<file path="config.mk">
export PLATFORM = sky130hd
export DESIGN_NAME = adc
export DESIGN_NICKNAME = d
export VERILOG_FILES = /design/src/adc_pkg.sv /design/src/sample_bus_if.sv /design/src/intan_spi.sv /design/src/intan_ctrl.sv /design/src/sample_arbiter.sv /design/src/adc.sv
export SDC_FILE = /design/constraint.sdc
export NUM_CORES = 1
export LEC_CHECK = 0
export BUFFER_PORTS_ARGS = -buffer_cell sky130_fd_sc_hd__buf_2
export CORE_MARGIN = 1.5
export CORE_UTILIZATION = 25
export CTS_BUF_LIST = sky130_fd_sc_hd__clkbuf_2
export DETAILED_ROUTE_END_ITERATION = 10
export PLACE_DENSITY = 0.47
export SYNTH_ARGS = -nofsm -noshare
export SYNTH_HDL_FRONTEND = slang
export SYNTH_SLANG_ARGS = --single-unit
export TNS_END_PERCENT = 5
</file>
<file path="constraint.sdc">
create_clock -name clk -period 4.76 [get_ports clk]
set_input_delay 1.428 -clock clk [delete_from_list [all_inputs] [get_ports clk]]
set_output_delay 1.428 -clock clk [all_outputs]
set_load 0.05 [all_outputs]
</file>
<file path="src/adc_pkg.sv">
package adc_pkg;

    localparam int FRAME_W = 16;    // spi frame width.
    localparam int CHAN_W  = 2;
    localparam int N_CHIPS = 4;

    // cache_cmd field positions.
    localparam int FREQ_LSB     = 20;
    localparam int FREQ_W       = 3;
    localparam int FILT_UP_LSB  = 16;
    localparam int FILT_LOW_LSB = 12;
    localparam int FILT_W       = 4;

    // opcode sits in bits 15:14 of each command frame.
    typedef enum logic [1:0] {
        OP_INIT = 2'd0,
        OP_TYPE = 2'd1,
        OP_CONF = 2'd2,
        OP_CONV = 2'd3
    } adc_op_e;

    typedef enum logic [1:0] {
        IDLE  = 2'd0,
        LOAD  = 2'd1,
        SHIFT = 2'd2,
        POST  = 2'd3
    } ctrl_state_e;

    typedef struct packed {
        logic [CHAN_W-1:0]  chan;
        logic [FRAME_W-1:0] data;
    } sample_t;

endpackage

</file>
<file path="src/sample_bus_if.sv">
`timescale 1ns/1ps

interface sample_bus_if;
    import adc_pkg::*;

    logic    req;
    sample_t sample;
    logic    grant;
    logic    overrun_clr;    // pulses when init starts.

    modport controller (
        output req, sample, overrun_clr,
        input  grant
    );

    modport arbiter (
        input  req, sample, overrun_clr,
        output grant
    );

endinterface

</file>
<file path="src/intan_spi.sv">
`timescale 1ns/1ps

module intan_spi #(
    parameter int SCLK_DIV = 2
) (
    input  logic                        clk,
    input  logic                        arst_n,
    input  logic                        start,
    input  logic [adc_pkg::FRAME_W-1:0] tx_word,
    output logic [adc_pkg::FRAME_W-1:0] rx_word,
    output logic                        done,
    input  logic                        miso,
    output logic                        mosi,
    output logic                        sclk,
    output logic                        cs
);
    import adc_pkg::*;

    localparam int DIV_W = (SCLK_DIV > 1) ? $clog2(SCLK_DIV) : 1;
    localparam int BIT_W = $clog2(FRAME_W);

    logic [FRAME_W-1:0] tx_sh;
    logic [FRAME_W-1:0] rx_sh;
    logic [DIV_W-1:0]   div_cnt;
    logic [BIT_W-1:0]   bit_cnt;
    logic               busy;
    logic               last;     // last rising edge seen.
    logic               tick;
    logic               rise;
    logic               fall;

    assign tick    = busy && !last && (div_cnt == DIV_W'(SCLK_DIV - 1));
    assign rise    = tick && !sclk;
    assign fall    = tick && sclk;
    assign rx_word = rx_sh;    // stable between frames.

    always_ff @(posedge clk or negedge arst_n) begin
        if (!arst_n) begin
            cs      <= 1'b1;
            sclk    <= 1'b0;
            mosi    <= 1'b0;
            busy    <= 1'b0;
            last    <= 1'b0;
            done    <= 1'b0;
            div_cnt <= '0;
            bit_cnt <= '0;
        end else begin
            done <= 1'b0;
            if (!busy) begin
                if (start) begin
                    cs      <= 1'b0;
                    mosi    <= tx_word[FRAME_W-1];    // first bit valid before first rise.
                    busy    <= 1'b1;
                    div_cnt <= '0;
                    bit_cnt <= '0;
                end
            end else if (last) begin
                sclk <= 1'b0;
                cs   <= 1'b1;
                mosi <= 1'b0;
                busy <= 1'b0;
                last <= 1'b0;
                done <= 1'b1;
            end else if (tick) begin
                div_cnt <= '0;
                sclk    <= ~sclk;
                if (rise) begin
                    last <= (bit_cnt == BIT_W'(FRAME_W - 1));
                end else begin
                    mosi    <= tx_sh[FRAME_W-1];
                    bit_cnt <= bit_cnt + 1'b1;
                end
            end else begin
                div_cnt <= div_cnt + 1'b1;
            end
        end
    end

    always_ff @(posedge clk) begin
        if (start && !busy) begin
            tx_sh <= {tx_word[FRAME_W-2:0], 1'b0};
        end else if (fall) begin
            tx_sh <= {tx_sh[FRAME_W-2:0], 1'b0};
        end
        if (rise) begin
            rx_sh <= {rx_sh[FRAME_W-2:0], miso};    // msb first.
        end
    end

endmodule

</file>
<file path="src/intan_ctrl.sv">
`timescale 1ns/1ps

module intan_ctrl #(
    parameter int SCLK_DIV = 2,
    parameter int CHAN     = 0
) (
    input  logic                        clk,
    input  logic                        arst_n,
    input  logic                        fs_init,
    input  logic                        fs_type,
    input  logic                        fs_conf,
    input  logic                        fs_conv,
    input  logic [adc_pkg::FREQ_W-1:0]  freq_samp,
    input  logic [adc_pkg::FILT_W-1:0]  filt_up,
    input  logic [adc_pkg::FILT_W-1:0]  filt_low,
    output logic                        fd_init,
    output logic                        fd_type,
    output logic                        fd_conf,
    output logic                        fd_conv,
    output logic [1:0]                  device_type,
    output logic [adc_pkg::FRAME_W-1:0] device_temp,
    output logic                        stat,
    input  logic                        miso,
    output logic                        mosi,
    output logic                        sclk,
    output logic                        cs,
    sample_bus_if.controller            bus
);
    import adc_pkg::*;

    ctrl_state_e        state;
    adc_op_e            op;
    logic               second;    // temperature frame of a type read.
    logic               accept;
    logic               spi_done;
    logic [FRAME_W-1:0] tx_word;
    logic [FRAME_W-1:0] rx_word;

    assign accept = (state == IDLE) && (fs_init || fs_type || fs_conf || fs_conv);
    assign bus.overrun_clr = accept && fs_init;

    assign tx_word = (op == OP_CONF) ? {op, 3'b000, freq_samp, filt_up, filt_low}
                                     : {op, {(FRAME_W - 2){1'b0}}};

    intan_spi #(
        .SCLK_DIV (SCLK_DIV)
    ) u_spi (
        .clk     (clk),
        .arst_n  (arst_n),
        .start   (state == LOAD),
        .tx_word (tx_word),
        .rx_word (rx_word),
        .done    (spi_done),
        .miso    (miso),
        .mosi    (mosi),
        .sclk    (sclk),
        .cs      (cs)
    );

    always_ff @(posedge clk or negedge arst_n) begin
        if (!arst_n) begin
            state       <= IDLE;
            op          <= OP_INIT;
            second      <= 1'b0;
            fd_init     <= 1'b0;
            fd_type     <= 1'b0;
            fd_conf     <= 1'b0;
            fd_conv     <= 1'b0;
            device_type <= '0;
            device_temp <= '0;
            stat        <= 1'b0;
            bus.req     <= 1'b0;
        end else begin
            if (bus.grant) bus.req <= 1'b0;    // taken by the arbiter.
            case (state)
                IDLE: if (accept) begin
                    state  <= LOAD;
                    second <= 1'b0;
                    if (fs_init) begin
                        op      <= OP_INIT;
                        fd_init <= 1'b0;
                        stat    <= 1'b0;
                    end else if (fs_type) begin
                        op      <= OP_TYPE;
                        fd_type <= 1'b0;
                    end else if (fs_conf) begin
                        op      <= OP_CONF;
                        fd_conf <= 1'b0;
                    end else begin
                        op      <= OP_CONV;
                        fd_conv <= 1'b0;
                    end
                end
                LOAD:  state <= SHIFT;
                SHIFT: if (spi_done) state <= POST;
                POST: begin
                    state <= IDLE;
                    case (op)
                        OP_INIT: fd_init <= 1'b1;
                        OP_TYPE: if (!second) begin
                            device_type <= rx_word[1:0];
                            second      <= 1'b1;
                            state       <= LOAD;    // same opcode again for temperature.
                        end else begin
                            device_temp <= rx_word;
                            fd_type     <= 1'b1;
                        end
                        OP_CONF: fd_conf <= 1'b1;
                        OP_CONV: begin
                            fd_conv <= 1'b1;
                            bus.req <= 1'b1;
                            // previous sample never granted and now lost.
                            if (bus.req && !bus.grant) stat <= 1'b1;
                        end
                    endcase
                end
            endcase
        end
    end

    always_ff @(posedge clk) begin
        if (state == POST && op == OP_CONV) begin
            bus.sample <= '{chan: CHAN_W'(CHAN), data: rx_word};
        end
    end

endmodule

</file>
<file path="src/sample_arbiter.sv">
`timescale 1ns/1ps

module sample_arbiter #(
    parameter int CREDITS = 4
) (
    input  logic                        clk,
    input  logic                        arst_n,
    sample_bus_if.arbiter               bus0,
    sample_bus_if.arbiter               bus1,
    sample_bus_if.arbiter               bus2,
    sample_bus_if.arbiter               bus3,
    output logic                        sample_valid,
    output logic [adc_pkg::CHAN_W-1:0]  sample_chan,
    output logic [adc_pkg::FRAME_W-1:0] sample_data,
    input  logic                        credit_ret
);
    import adc_pkg::*;

    localparam int CRD_W = $clog2(CREDITS + 1);

    logic [N_CHIPS-1:0] req;
    logic [N_CHIPS-1:0] clr;
    logic [N_CHIPS-1:0] gnt;
    sample_t            smp [N_CHIPS];
    logic [CHAN_W-1:0]  last_q;    // last chip served.
    logic [CHAN_W-1:0]  cand;
    logic [CHAN_W-1:0]  gnt_idx;
    logic [CRD_W-1:0]   credits;

    assign req = {bus3.req, bus2.req, bus1.req, bus0.req};
    assign clr = {bus3.overrun_clr, bus2.overrun_clr, bus1.overrun_clr, bus0.overrun_clr};
    assign smp[0] = bus0.sample;
    assign smp[1] = bus1.sample;
    assign smp[2] = bus2.sample;
    assign smp[3] = bus3.sample;

    assign bus0.grant = gnt[0];
    assign bus1.grant = gnt[1];
    assign bus2.grant = gnt[2];
    assign bus3.grant = gnt[3];

    // first requester after last_q with wraparound.
    always_comb begin
        gnt     = '0;
        gnt_idx = last_q;
        cand    = last_q;
        if (credits != '0) begin
            for (int i = 1; i <= N_CHIPS; i++) begin
                cand = last_q + CHAN_W'(i);
                if (req[cand] && gnt == '0) begin
                    gnt[cand] = 1'b1;
                    gnt_idx   = cand;
                end
            end
        end
    end

    always_ff @(posedge clk or negedge arst_n) begin
        if (!arst_n) begin
            last_q       <= CHAN_W'(N_CHIPS - 1);    // chip 0 goes first.
            credits      <= CRD_W'(CREDITS);
            sample_valid <= 1'b0;
        end else begin
            sample_valid <= |gnt;
            if (&clr) begin
                last_q <= CHAN_W'(N_CHIPS - 1);
            end else if (|gnt) begin
                last_q <= gnt_idx;
            end
            // a credit is spent at grant one cycle ahead of sample_valid.
            case ({|gnt, credit_ret})
                2'b10:   credits <= credits - 1'b1;
                2'b01:   credits <= credits + 1'b1;
                default: credits <= credits;
            endcase
        end
    end

    always_ff @(posedge clk) begin
        if (|gnt) begin
            sample_chan <= smp[gnt_idx].chan;
            sample_data <= smp[gnt_idx].data;
        end
    end

endmodule

</file>
<file path="src/adc.sv">
`timescale 1ns/1ps

module adc #(
    parameter int SCLK_DIV = 2,
    parameter int CREDITS  = 4
) (
    input  logic                        clk,
    input  logic                        arst_n,
    input  logic                        fs_init,
    input  logic                        fs_type,
    input  logic                        fs_conf,
    input  logic                        fs_conv,
    output logic                        fd_init,
    output logic                        fd_type,
    output logic                        fd_conf,
    output logic                        fd_conv,
    input  logic [31:0]                 cache_cmd,
    output logic [31:0]                 cache_stat,
    input  logic [3:0]                  pin_miso,
    output logic [3:0]                  pin_mosi,
    output logic [3:0]                  pin_sclk,
    output logic [3:0]                  pin_cs,
    output logic                        sample_valid,
    output logic [adc_pkg::CHAN_W-1:0]  sample_chan,
    output logic [adc_pkg::FRAME_W-1:0] sample_data,
    input  logic                        credit_ret
);
    import adc_pkg::*;

    logic [N_CHIPS-1:0]   fdc_init;
    logic [N_CHIPS-1:0]   fdc_type;
    logic [N_CHIPS-1:0]   fdc_conf;
    logic [N_CHIPS-1:0]   fdc_conv;
    logic [N_CHIPS-1:0]   device_stat;    // sticky overrun per chip.
    logic [2*N_CHIPS-1:0] device_type;
    logic [FRAME_W-1:0]   temp [N_CHIPS];
    logic [FRAME_W+1:0]   temp_sum;
    logic [FREQ_W-1:0]    freq_samp;
    logic [FILT_W-1:0]    filt_up;
    logic [FILT_W-1:0]    filt_low;

    sample_bus_if sbus [N_CHIPS] ();

    assign fd_init = &fdc_init;
    assign fd_type = &fdc_type;
    assign fd_conf = &fdc_conf;
    assign fd_conv = &fdc_conv;

    assign temp_sum = 18'(temp[0]) + 18'(temp[1]) + 18'(temp[2]) + 18'(temp[3]);
    assign cache_stat = {temp_sum[FRAME_W+1:2], device_type, device_stat, 4'h0};

    assign freq_samp = cache_cmd[FREQ_LSB +: FREQ_W];
    assign filt_up   = cache_cmd[FILT_UP_LSB +: FILT_W];
    assign filt_low  = cache_cmd[FILT_LOW_LSB +: FILT_W];

    for (genvar k = N_CHIPS - 1; k >= 0; k--) begin : g_chip
        intan_ctrl #(
            .SCLK_DIV (SCLK_DIV),
            .CHAN     (k)
        ) u_ctrl (
            .clk         (clk),
            .arst_n      (arst_n),
            .fs_init     (fs_init),
            .fs_type     (fs_type),
            .fs_conf     (fs_conf),
            .fs_conv     (fs_conv),
            .freq_samp   (freq_samp),
            .filt_up     (filt_up),
            .filt_low    (filt_low),
            .fd_init     (fdc_init[k]),
            .fd_type     (fdc_type[k]),
            .fd_conf     (fdc_conf[k]),
            .fd_conv     (fdc_conv[k]),
            .device_type (device_type[2*k +: 2]),
            .device_temp (temp[k]),
            .stat        (device_stat[k]),
            .miso        (pin_miso[k]),
            .mosi        (pin_mosi[k]),
            .sclk        (pin_sclk[k]),
            .cs          (pin_cs[k]),
            .bus         (sbus[k])
        );
    end

    sample_arbiter #(
        .CREDITS (CREDITS)
    ) u_arb (
        .clk          (clk),
        .arst_n       (arst_n),
        .bus0         (sbus[0]),
        .bus1         (sbus[1]),
        .bus2         (sbus[2]),
        .bus3         (sbus[3]),
        .sample_valid (sample_valid),
        .sample_chan  (sample_chan),
        .sample_data  (sample_data),
        .credit_ret   (credit_ret)
    );

endmodule

</file>
Word level (Yosys, flattened, before mapping)
Cells that the tools add are included.
{ "totals": {"reg_bits": 372, "in_bits": 43, "output_inout_bits": 67} }
{ "classes": {"add_sub_neg": 16, "order_cmp": 9, "n_eq_ne": 110, "mux": 271, "bitwise": 12, "n_reduce_logical": 158} }
{ "op_table": {"columns": ["operator", "count"], "rows": [
  ["1-bit 2-to-1 mux", 170],
  ["16-bit 2-to-1 mux", 8],
  ["4-bit 2-to-1 mux", 28],
  ["2-bit inequality test (second input constant)", 48],
  ["6-bit AND reduction", 12],
  ["4-bit AND reduction", 13],
  ["2-bit by 1-bit inequality test with 1-bit output (second input constant)", 24],
  ["1-bit one-hot mux with 2 select lines", 24],
  ["3-bit AND reduction", 16],
  ["11-bit 2-to-1 mux", 4],
  ["1-bit logical AND", 43],
  ["2-bit 2-to-1 mux", 21],
  ["2-bit AND reduction", 20],
  ["18-bit binary-select mux with 2-bit select", 1],
  ["18-bit 2-to-1 mux", 2],
  ["2-bit nonzero test", 18],
  ["2-bit == test (second input constant)", 17],
  ["2-bit one-hot mux with 4 select lines", 4],
  ["5-bit AND reduction", 4],
  ["17-bit by 16-bit adder with 18-bit output", 1],
  ["18-bit by 16-bit adder with 18-bit output", 1],
  ["2-bit by 1-bit == test with 1-bit output (second input constant)", 9],
  ["16-bit by 16-bit adder with 17-bit output", 1],
  ["4-bit by 1-bit adder with 4-bit output (second input constant)", 4],
  ["23 further kinds", 83]
]} }

Logic depth before layout (Yosys ltp)
Gate-level depths: netlist (run 1).
{ "depth": {"ltp_word": 24, "depth_mapped": 17, "mapped_depth_nobuf": 15} }

Hierarchy
From an unflattened synthesis (run 1), not the netlist that was laid out.
{ "unflattened": {"cells_unflattened": 1476, "hier_area_um2": 18462.7} }
{ "by_module_without_submodules": {"columns": ["module", "instances", "cells_each", "area_each_um2", "seq_area_each_um2"], "rows": [
  ["intan_ctrl at g_chip[1].u_ctrl ...", 3, 144, 1988.2, 1206.2],
  ["intan_spi at g_chip[0].u_ctrl.u_spi ...", 2, 133, 1696.6, 1207.4],
  ["intan_spi at g_chip[2].u_ctrl.u_spi ...", 2, 132, 1676.6, 1207.4],
  ["intan_ctrl at g_chip[0].u_ctrl", 1, 143, 1984.4, 1206.2],
  ["sample_arbiter", 1, 140, 1978.1, 694.4],
  ["adc", 1, 231, 1789.2, 0.0]
]} }

Least setup slack after synthesis (run 1)
No wires, ideal clock.
{ "synth_path": {"kind": "register -> output", "startpoint": "register g_chip[3].u_ctrl.device_temp[2] (netlist name)", "endpoint": "output port cache_stat[29]", "arrival_ps": 3941, "setup_slack_ps": -609, "path_stages_with_launch": 13, "path_cell_list": "dfrtp_1 > fa_1 > fa_1 > inv_1 > fa_1 > nor2b_1 > o21a_1 > o21ai_0 > a31oi_1 > o21ai_0 > a2111o_1 > o21ai_0 > xor2_1"} }
{ "synth_via": {"elab_chain_len": 1} }
{ "synth_lines": {"columns": ["element", "line_no", "source"], "rows": [
  ["start: declaration", "intan_ctrl.sv:21", "output logic [adc_pkg::FRAME_W-1:0] device_temp,"],
  ["start signal: assignment", "intan_ctrl.sv:105", "device_temp <= rx_word;"],
  ["18-bit by 16-bit adder with 18-bit output", "adc.sv:49", "assign temp_sum = 18'(temp[0]) + 18'(temp[1]) + 18'(temp[2]) + 18'(temp[3]);"],
  ["end: declaration", "adc.sv:18", "output logic [31:0] cache_stat,"]
]} }
Every way passes these cells.

Final worst setup path (run 1)
{ "layout_path": {"startpoint": "register g_chip[3].u_ctrl.device_temp[2] (netlist name)", "endpoint": "output port cache_stat[30]"} }
The elaborated chain is that of the path after synthesis.

==> results of run 1 <==
-- cell families (layout without fill, tap and decap cells) --
logic type,count (synthesis),after routing,share of synthesized area [%]
buffers and inverters,106,361,3.319
AOI/OAI and AO/OA,225,225,9.251
DFF,372,372,61.55
other,1,7,0.02230
and+or+nand+nor,268,268,7.866
adders and majority gates,80,80,7.427
muxes,137,137,8.990
xor gates and xnor gates,28,28,1.570
-- Yosys cell counts (4+ instances only) --
cell / n / area (um^2)
nand3_1: 23 / 115.1
nor2b_1: 19 / 118.9
xor2_1: 13 / 113.9
a2bb2oi_1: 4 / 35.03
clkbuf_1: 31 / 116.4
a21oi_1: 69 / 345.3
nand2_1: 65 / 244.0
dfstp_2: 7 / 183.9
inv_1: 46 / 172.7
a22o_1: 44 / 385.4
and2_1: 21 / 131.4
or2_2: 4 / 25.02
o22ai_1: 5 / 31.28
o21ai_0: 37 / 185.2
nand2b_1: 10 / 62.56
mux2i_1: 55 / 550.5
nor3_1: 25 / 125.1
and4_1: 4 / 35.03
edfxtp_1: 206 / 6186
xnor2_1: 14 / 122.6
nand4_1: 10 / 62.56
a31oi_1: 16 / 100.1
buf_4: 22 / 165.2
mux2_2: 79 / 889.6
a211oi_1: 4 / 30.03
fa_1: 33 / 660.6
o21a_1: 6 / 45.04
nor4_1: 8 / 50.05
a21o_1: 5 / 37.54
ha_1: 47 / 588.1
dfrtp_1: 159 / 3979
nor2_1: 64 / 240.2
-- repair_timing --
action	in CTS	in global routing
hold buffers	0	0
setup buffers	3	0
pin swaps	28	15
gates cloned	0	0
gates resized for setup	42	5
hold endpoints to repair	0	0
endpoints found under the setup margin	16	18
-- registers in the layout, summed over array words and instances (netlist names), 8 cells and up --
register,flops
g_chip.u_ctrl.u_spi.bit_cnt,16
g_chip.u_ctrl.device_temp,64
g_chip.u_ctrl.op,8
g_chip.u_ctrl.u_spi.rx_word,64
g_chip.u_ctrl.state,8
g_chip.u_ctrl.device_type,8
g_chip.u_ctrl.bus.sample,64
u_arb.sample_data,16
g_chip.u_ctrl.u_spi.tx_sh,60
-- metrics by stage --
step           setup WS, ps  util [%]  hold slack, ps  cell area (um^2)  cells
6_report              -1260     29.53           323.3             19560   2342
5_1_grt               -1622     29.53           227.9             19560   2342
4_1_cts               -1494     29.50           208.3             19530   2339
3_5_place_dp         -598.8     27.75           432.6             18380   2146
3_3_place_gp         -653.6     27.75           442.5             18380   2146
2_1_floorplan        -265.2         -           422.2             16880   1220
-- routing by layer --
layer  GRT usage [%]  wire length [um]  vias to the layer above
li1                -                 -                     4873
met1           15.18             18110                     5195
met2           19.05             19210                      274
met3           2.895              1816                       94
met4           5.688              1428                        0
met5               0                 0                        -
-- area by class of cell --
| type | count | area (um^2) |
|---|---|---|
| repair buffers | 124 | 830.8 |
| fillers | 6797 | 46660 |
| multi-input cells | 742 | 6132 |
| diodes | 3 | 7.507 |
| flip-flops and latches | 372 | 10350 |
| inverters | 46 | 172.7 |
| clock buffers | 173 | 865.8 |
| well taps | 864 | 1081 |
| clock inverters | 18 | 117.6 |
-- worst max-delay path: cells and delay by family, from the launching register on --
kind	cells	cell delay, ps
DFF	1	410
and+or+nand+nor	3	320
AOI/OAI and AO/OA	5	1270
buffers and inverters	2	310
adders and majority gates	3	1300
-- worst min-delay path by stage --
stage	start	to	slack (ps)	cells past startpoint
finish	arst_n	g_chip[0].u_ctrl.u_spi.mosi	320	1
global route	arst_n	g_chip[0].u_ctrl.u_spi.mosi	230	1
CTS	arst_n	g_chip[0].u_ctrl.u_spi.mosi	210	1
detailed placement	g_chip[0].u_ctrl.u_spi.rx_word[15]	g_chip[0].u_ctrl.bus.sample[15]	430	0
global placement	g_chip[0].u_ctrl.u_spi.rx_word[15]	g_chip[0].u_ctrl.bus.sample[15]	440	0
floorplan	g_chip[0].u_ctrl.u_spi.rx_word[15]	g_chip[0].u_ctrl.bus.sample[15]	420	0
==> flow_summary.ini, run 1 <==
[worst_setup_path]
crit_fanout = 2
r2r_start = u_arb.last_q[1]
path_cells = fa_1 -> fa_1 -> ha_1 -> nand4b_1 -> a211oi_2 -> a41o_1 -> o41a_1 -> nand4_1 -> a31oi_1 -> buf_4 -> nor4_2 -> a311o_1 -> buf_6
cp-startpoint = g_chip[3].u_ctrl.device_temp[2]
slowest_delay_ps = 570
crit_slowest_cell = fa_1
crit_top_cell = fa_1
endpoint = cache_stat[30]
worstPathRequired_ps = 3330
cp-start-kind = flop
critPathArrivalTime_ps = 4590
end_kind = output port
r2r_end = u_arb.credits[2]
r2r_cells = 15
path_class = reg2out
rrSetupSlack_ps = 260

[place]
io_buffers = 84
place.gp.congestion = 0.7857
dp_hpwl_um = 27380

[cells_and_area]
mostFrequentLayoutCell = edfxtp_1
final_cell_mix = edfxtp_1, clkbuf_2, dfrtp_1, mux2_2, buf_2
syn2layout_area_growth_pct = 16.32
drive_gt1_share_pct = 29.63
fin_nets = 1511

[clock_network]
cts_made_buffers = 102
h-tree-depth = 3
cts_max_path_buffers = 3
cts.sinks = 372
cts-root-buf = clkbuf_2
clk_pin_slew_ps = 100
clkLatencyLatePin_ps = 1110
cts_tree = yes

[die]
die_w_um = 262.3
rows = 94
core_area_um2 = 66220
die_h_um = 262.3
die_area_um2 = 68810
io_pins = 110
start_util_pct = 25.39

[sta]
finalHoldViolations = 0
tns_ps = -11120
max_freq_ghz = 0.1661
fin_crit_sh_pct = 126.5
grt_setup_unrepaired = yes
relSlewSlack_pct = 18.33
tightest_slew_ps = 1216
fin_crit_ps = 6020
setup_viol = 15
finalClockSkew_ps = 124.1
slew_violations = 0
post-route-worst-setup-slack_ps = -1260

[logic_synthesis]
syn_area_per_cell_um2 = 13.81
synth_edf_count = 206
yosysSeqAreaShare_pct = 61.55
synthCells = 1217
syn_area_um2 = 16810
synth.ff_latch_count = 372
synthArstFlopShare_pct = 44.62
ys.flop_type = edfxtp_1
synth_cell_type_count = 71
ys_warn_count = 0

[global_routing]
track_usage_pct = 11.93
grt_antenna_before_repair = 2
first_global_vias = 10900
grt.overflow.total = 0
grt_max_degree = 71
grt_pass1_wl_um = 63760

[outcome]
status = finished with violations
violations = setup timing

[route]
vias = 10440
final_antenna_net_count = 0
dr.pass1.iters = 5
wl_per_cell_um = 17.32
routed_wl_um = 40570
drcViolationCount = 0
drt_iter0_markers = 507
vias_per_cell = 4.456

[hold_path]
hp-class = in2async

[job]
maxCapViolations = 0
Power of run 1 is left out: the tool's default activity adds up to more than one toggle a clock period on the data nets, which glitch-free logic cannot reach.
==> run 2, diff against run 1 <==
Settings changed: CORE_UTILIZATION 25 to 50, PLACE_DENSITY 0.47 to 0.76, REMOVE_ABC_BUFFERS from default to 1.
==> run 2 against run 1 <==
Against the previous run:
- the run still ends with setup timing left
- final cell count fell by 19%
- routed wire length fell by 13%
- via count barely moved
- register-to-register slack got worse by 20 ps
- design area fell by 4.2%
- clock skew fell by 2.8 ps
- first-iteration DRC count rose by 24%
- maximum frequency fell by 1.3%
- critical path depth rose by 1
- critical path type unchanged
- critical endpoint unchanged
==> flow_summary.ini, run 2 (same netlist as run 1, synthesis figures left out) <==
[die]
die_h_um = 186.4
die_w_um = 186.4
rows = 66
start_util_pct = 51.28
core_area_um2 = 32780
io_pins = 110
die_area_um2 = 34730

[clock_network]
cts-root-buf = clkbuf_2
h-tree-depth = 3
clkLatencyLatePin_ps = 930
cts_tree = yes
cts_hold_buf = 0
clk_pin_slew_ps = 100
cts_max_path_buffers = 3
cts.sinks = 372
cts_made_buffers = 90

[worst_setup_path]
path_class = reg2out
worstPathRequired_ps = 3330
crit_fanout = 2
cp-start-kind = flop
end_kind = output port
critPathArrivalTime_ps = 4670

[global_routing]
grt_antenna_before_repair = 1
grt_max_degree = 73
track_usage_pct = 20.53
first_global_vias = 10620
grt.overflow.total = 0
grt_pass1_wl_um = 56520

[route]
wl_met2_um = 16830
vias = 10440
highest_layer = met4
wl_per_cell_um = 18.69
routed_wl_um = 35400
final_antenna_net_count = 0
wl_met1_um = 15660
wl_met3_um = 2114
drt_iter0_markers = 627
dr.pass1.iters = 5
drcViolationCount = 0
vias_per_cell = 5.513

[sta]
tightest_slew_ps = 1284
finalHoldViolations = 0
grt_setup_unrepaired = yes
post-route-worst-setup-slack_ps = -1338
setup_viol = 14
relSlewSlack_pct = 13.75
fin_crit_sh_pct = 128.1
slew_violations = 0
max_freq_ghz = 0.1640
fin_crit_ps = 6098
finalClockSkew_ps = 121.3
hold_ws_ps = 414.5

[cells_and_area]
fin_nets = 1497
mostFrequentLayoutCell = edfxtp_1
final_cell_mix = edfxtp_1, dfrtp_1, clkbuf_2, mux2_2
syn2layout_area_growth_pct = 11.44
fin_area_um2 = 18740
drive_gt1_share_pct = 27.08

[place]
placed_cell_area_um2 = 17750
place.gp.congestion = 0.8686
io_buffers = 84
dp_hpwl_um = 23610

[outcome]
status = finished with violations
violations = setup timing

[job]
maxCapViolations = 0

[hold_path]
hp-class = reg2reg
run 2: area by class of cell:
type	count	area (um^2)
clock buffer	136	680.7
timing repair buffer	122	783.3
inverter	46	172.7
clock inverter	33	151.4
tap	442	553.0
sequential	372	10350
antenna	1	2.502
multi-input combinational	742	6043
fill	2612	14050
run 2: per-layer routing:
layer	GRT usage (%)	up-vias
li1	-	4839
met1	27.55	5198
met2	33.05	348
met3	4.476	56
met4	7.442	0
met5	0	-
run 2: worst paths after layout:
kind	start	endpoint	slack, ps	cells past startpoint
max	g_chip[1].u_ctrl.device_temp[2]	cache_stat[30]	-1340	14
min	g_chip[1].u_ctrl.u_spi.rx_word[5]	g_chip[1].u_ctrl.bus.sample[5]	410	0
max reg2reg	u_arb.last_q[0]	u_arb.credits[2]	240	15
min reg2reg	g_chip[1].u_ctrl.u_spi.rx_word[5]	g_chip[1].u_ctrl.bus.sample[5]	410	0
max in group asynchronous	arst_n	g_chip[2].u_ctrl.device_temp[4]	3190	2
min in group asynchronous	arst_n	g_chip[2].u_ctrl.device_temp[1]	520	1
run 2: what timing repair did:
item,4_1_cts,5_1_grt
setup endpoints to repair,16,16
cloned,0,0
pin swaps,15,4
buffers inserted,1,0
gates resized for setup,37,2
run 2: through the flow:
step | setup WS, ps | setup TNS, ps | utilization [%] | instances
5_1_grt | -1598 | -14450 | 57.15 | 1894
2_1_floorplan | -609.1 | -2504 | - | 1160
3_3_place_gp | -647.7 | -3213 | 54.15 | 1723
3_5_place_dp | -716.9 | -3523 | 54.15 | 1723
6_report | -1338 | -10940 | 57.15 | 1894
4_1_cts | -1446 | -12740 | 57.12 | 1893
run 2: worst max-delay path: stages, from the launching register on:
cell	delay [ps]
dfrtp_1	410
fa_1	560
fa_1	450
buf_6	140
ha_4	240
nand4b_1	140
a211oi_2	220
buf_4	150
a41o_1	200
o41a_1	230
nand4_1	190
a31oi_2	220
nor4_1	70
a311o_1	350
buf_6	160
Power of run 2 is left out for the same reason.
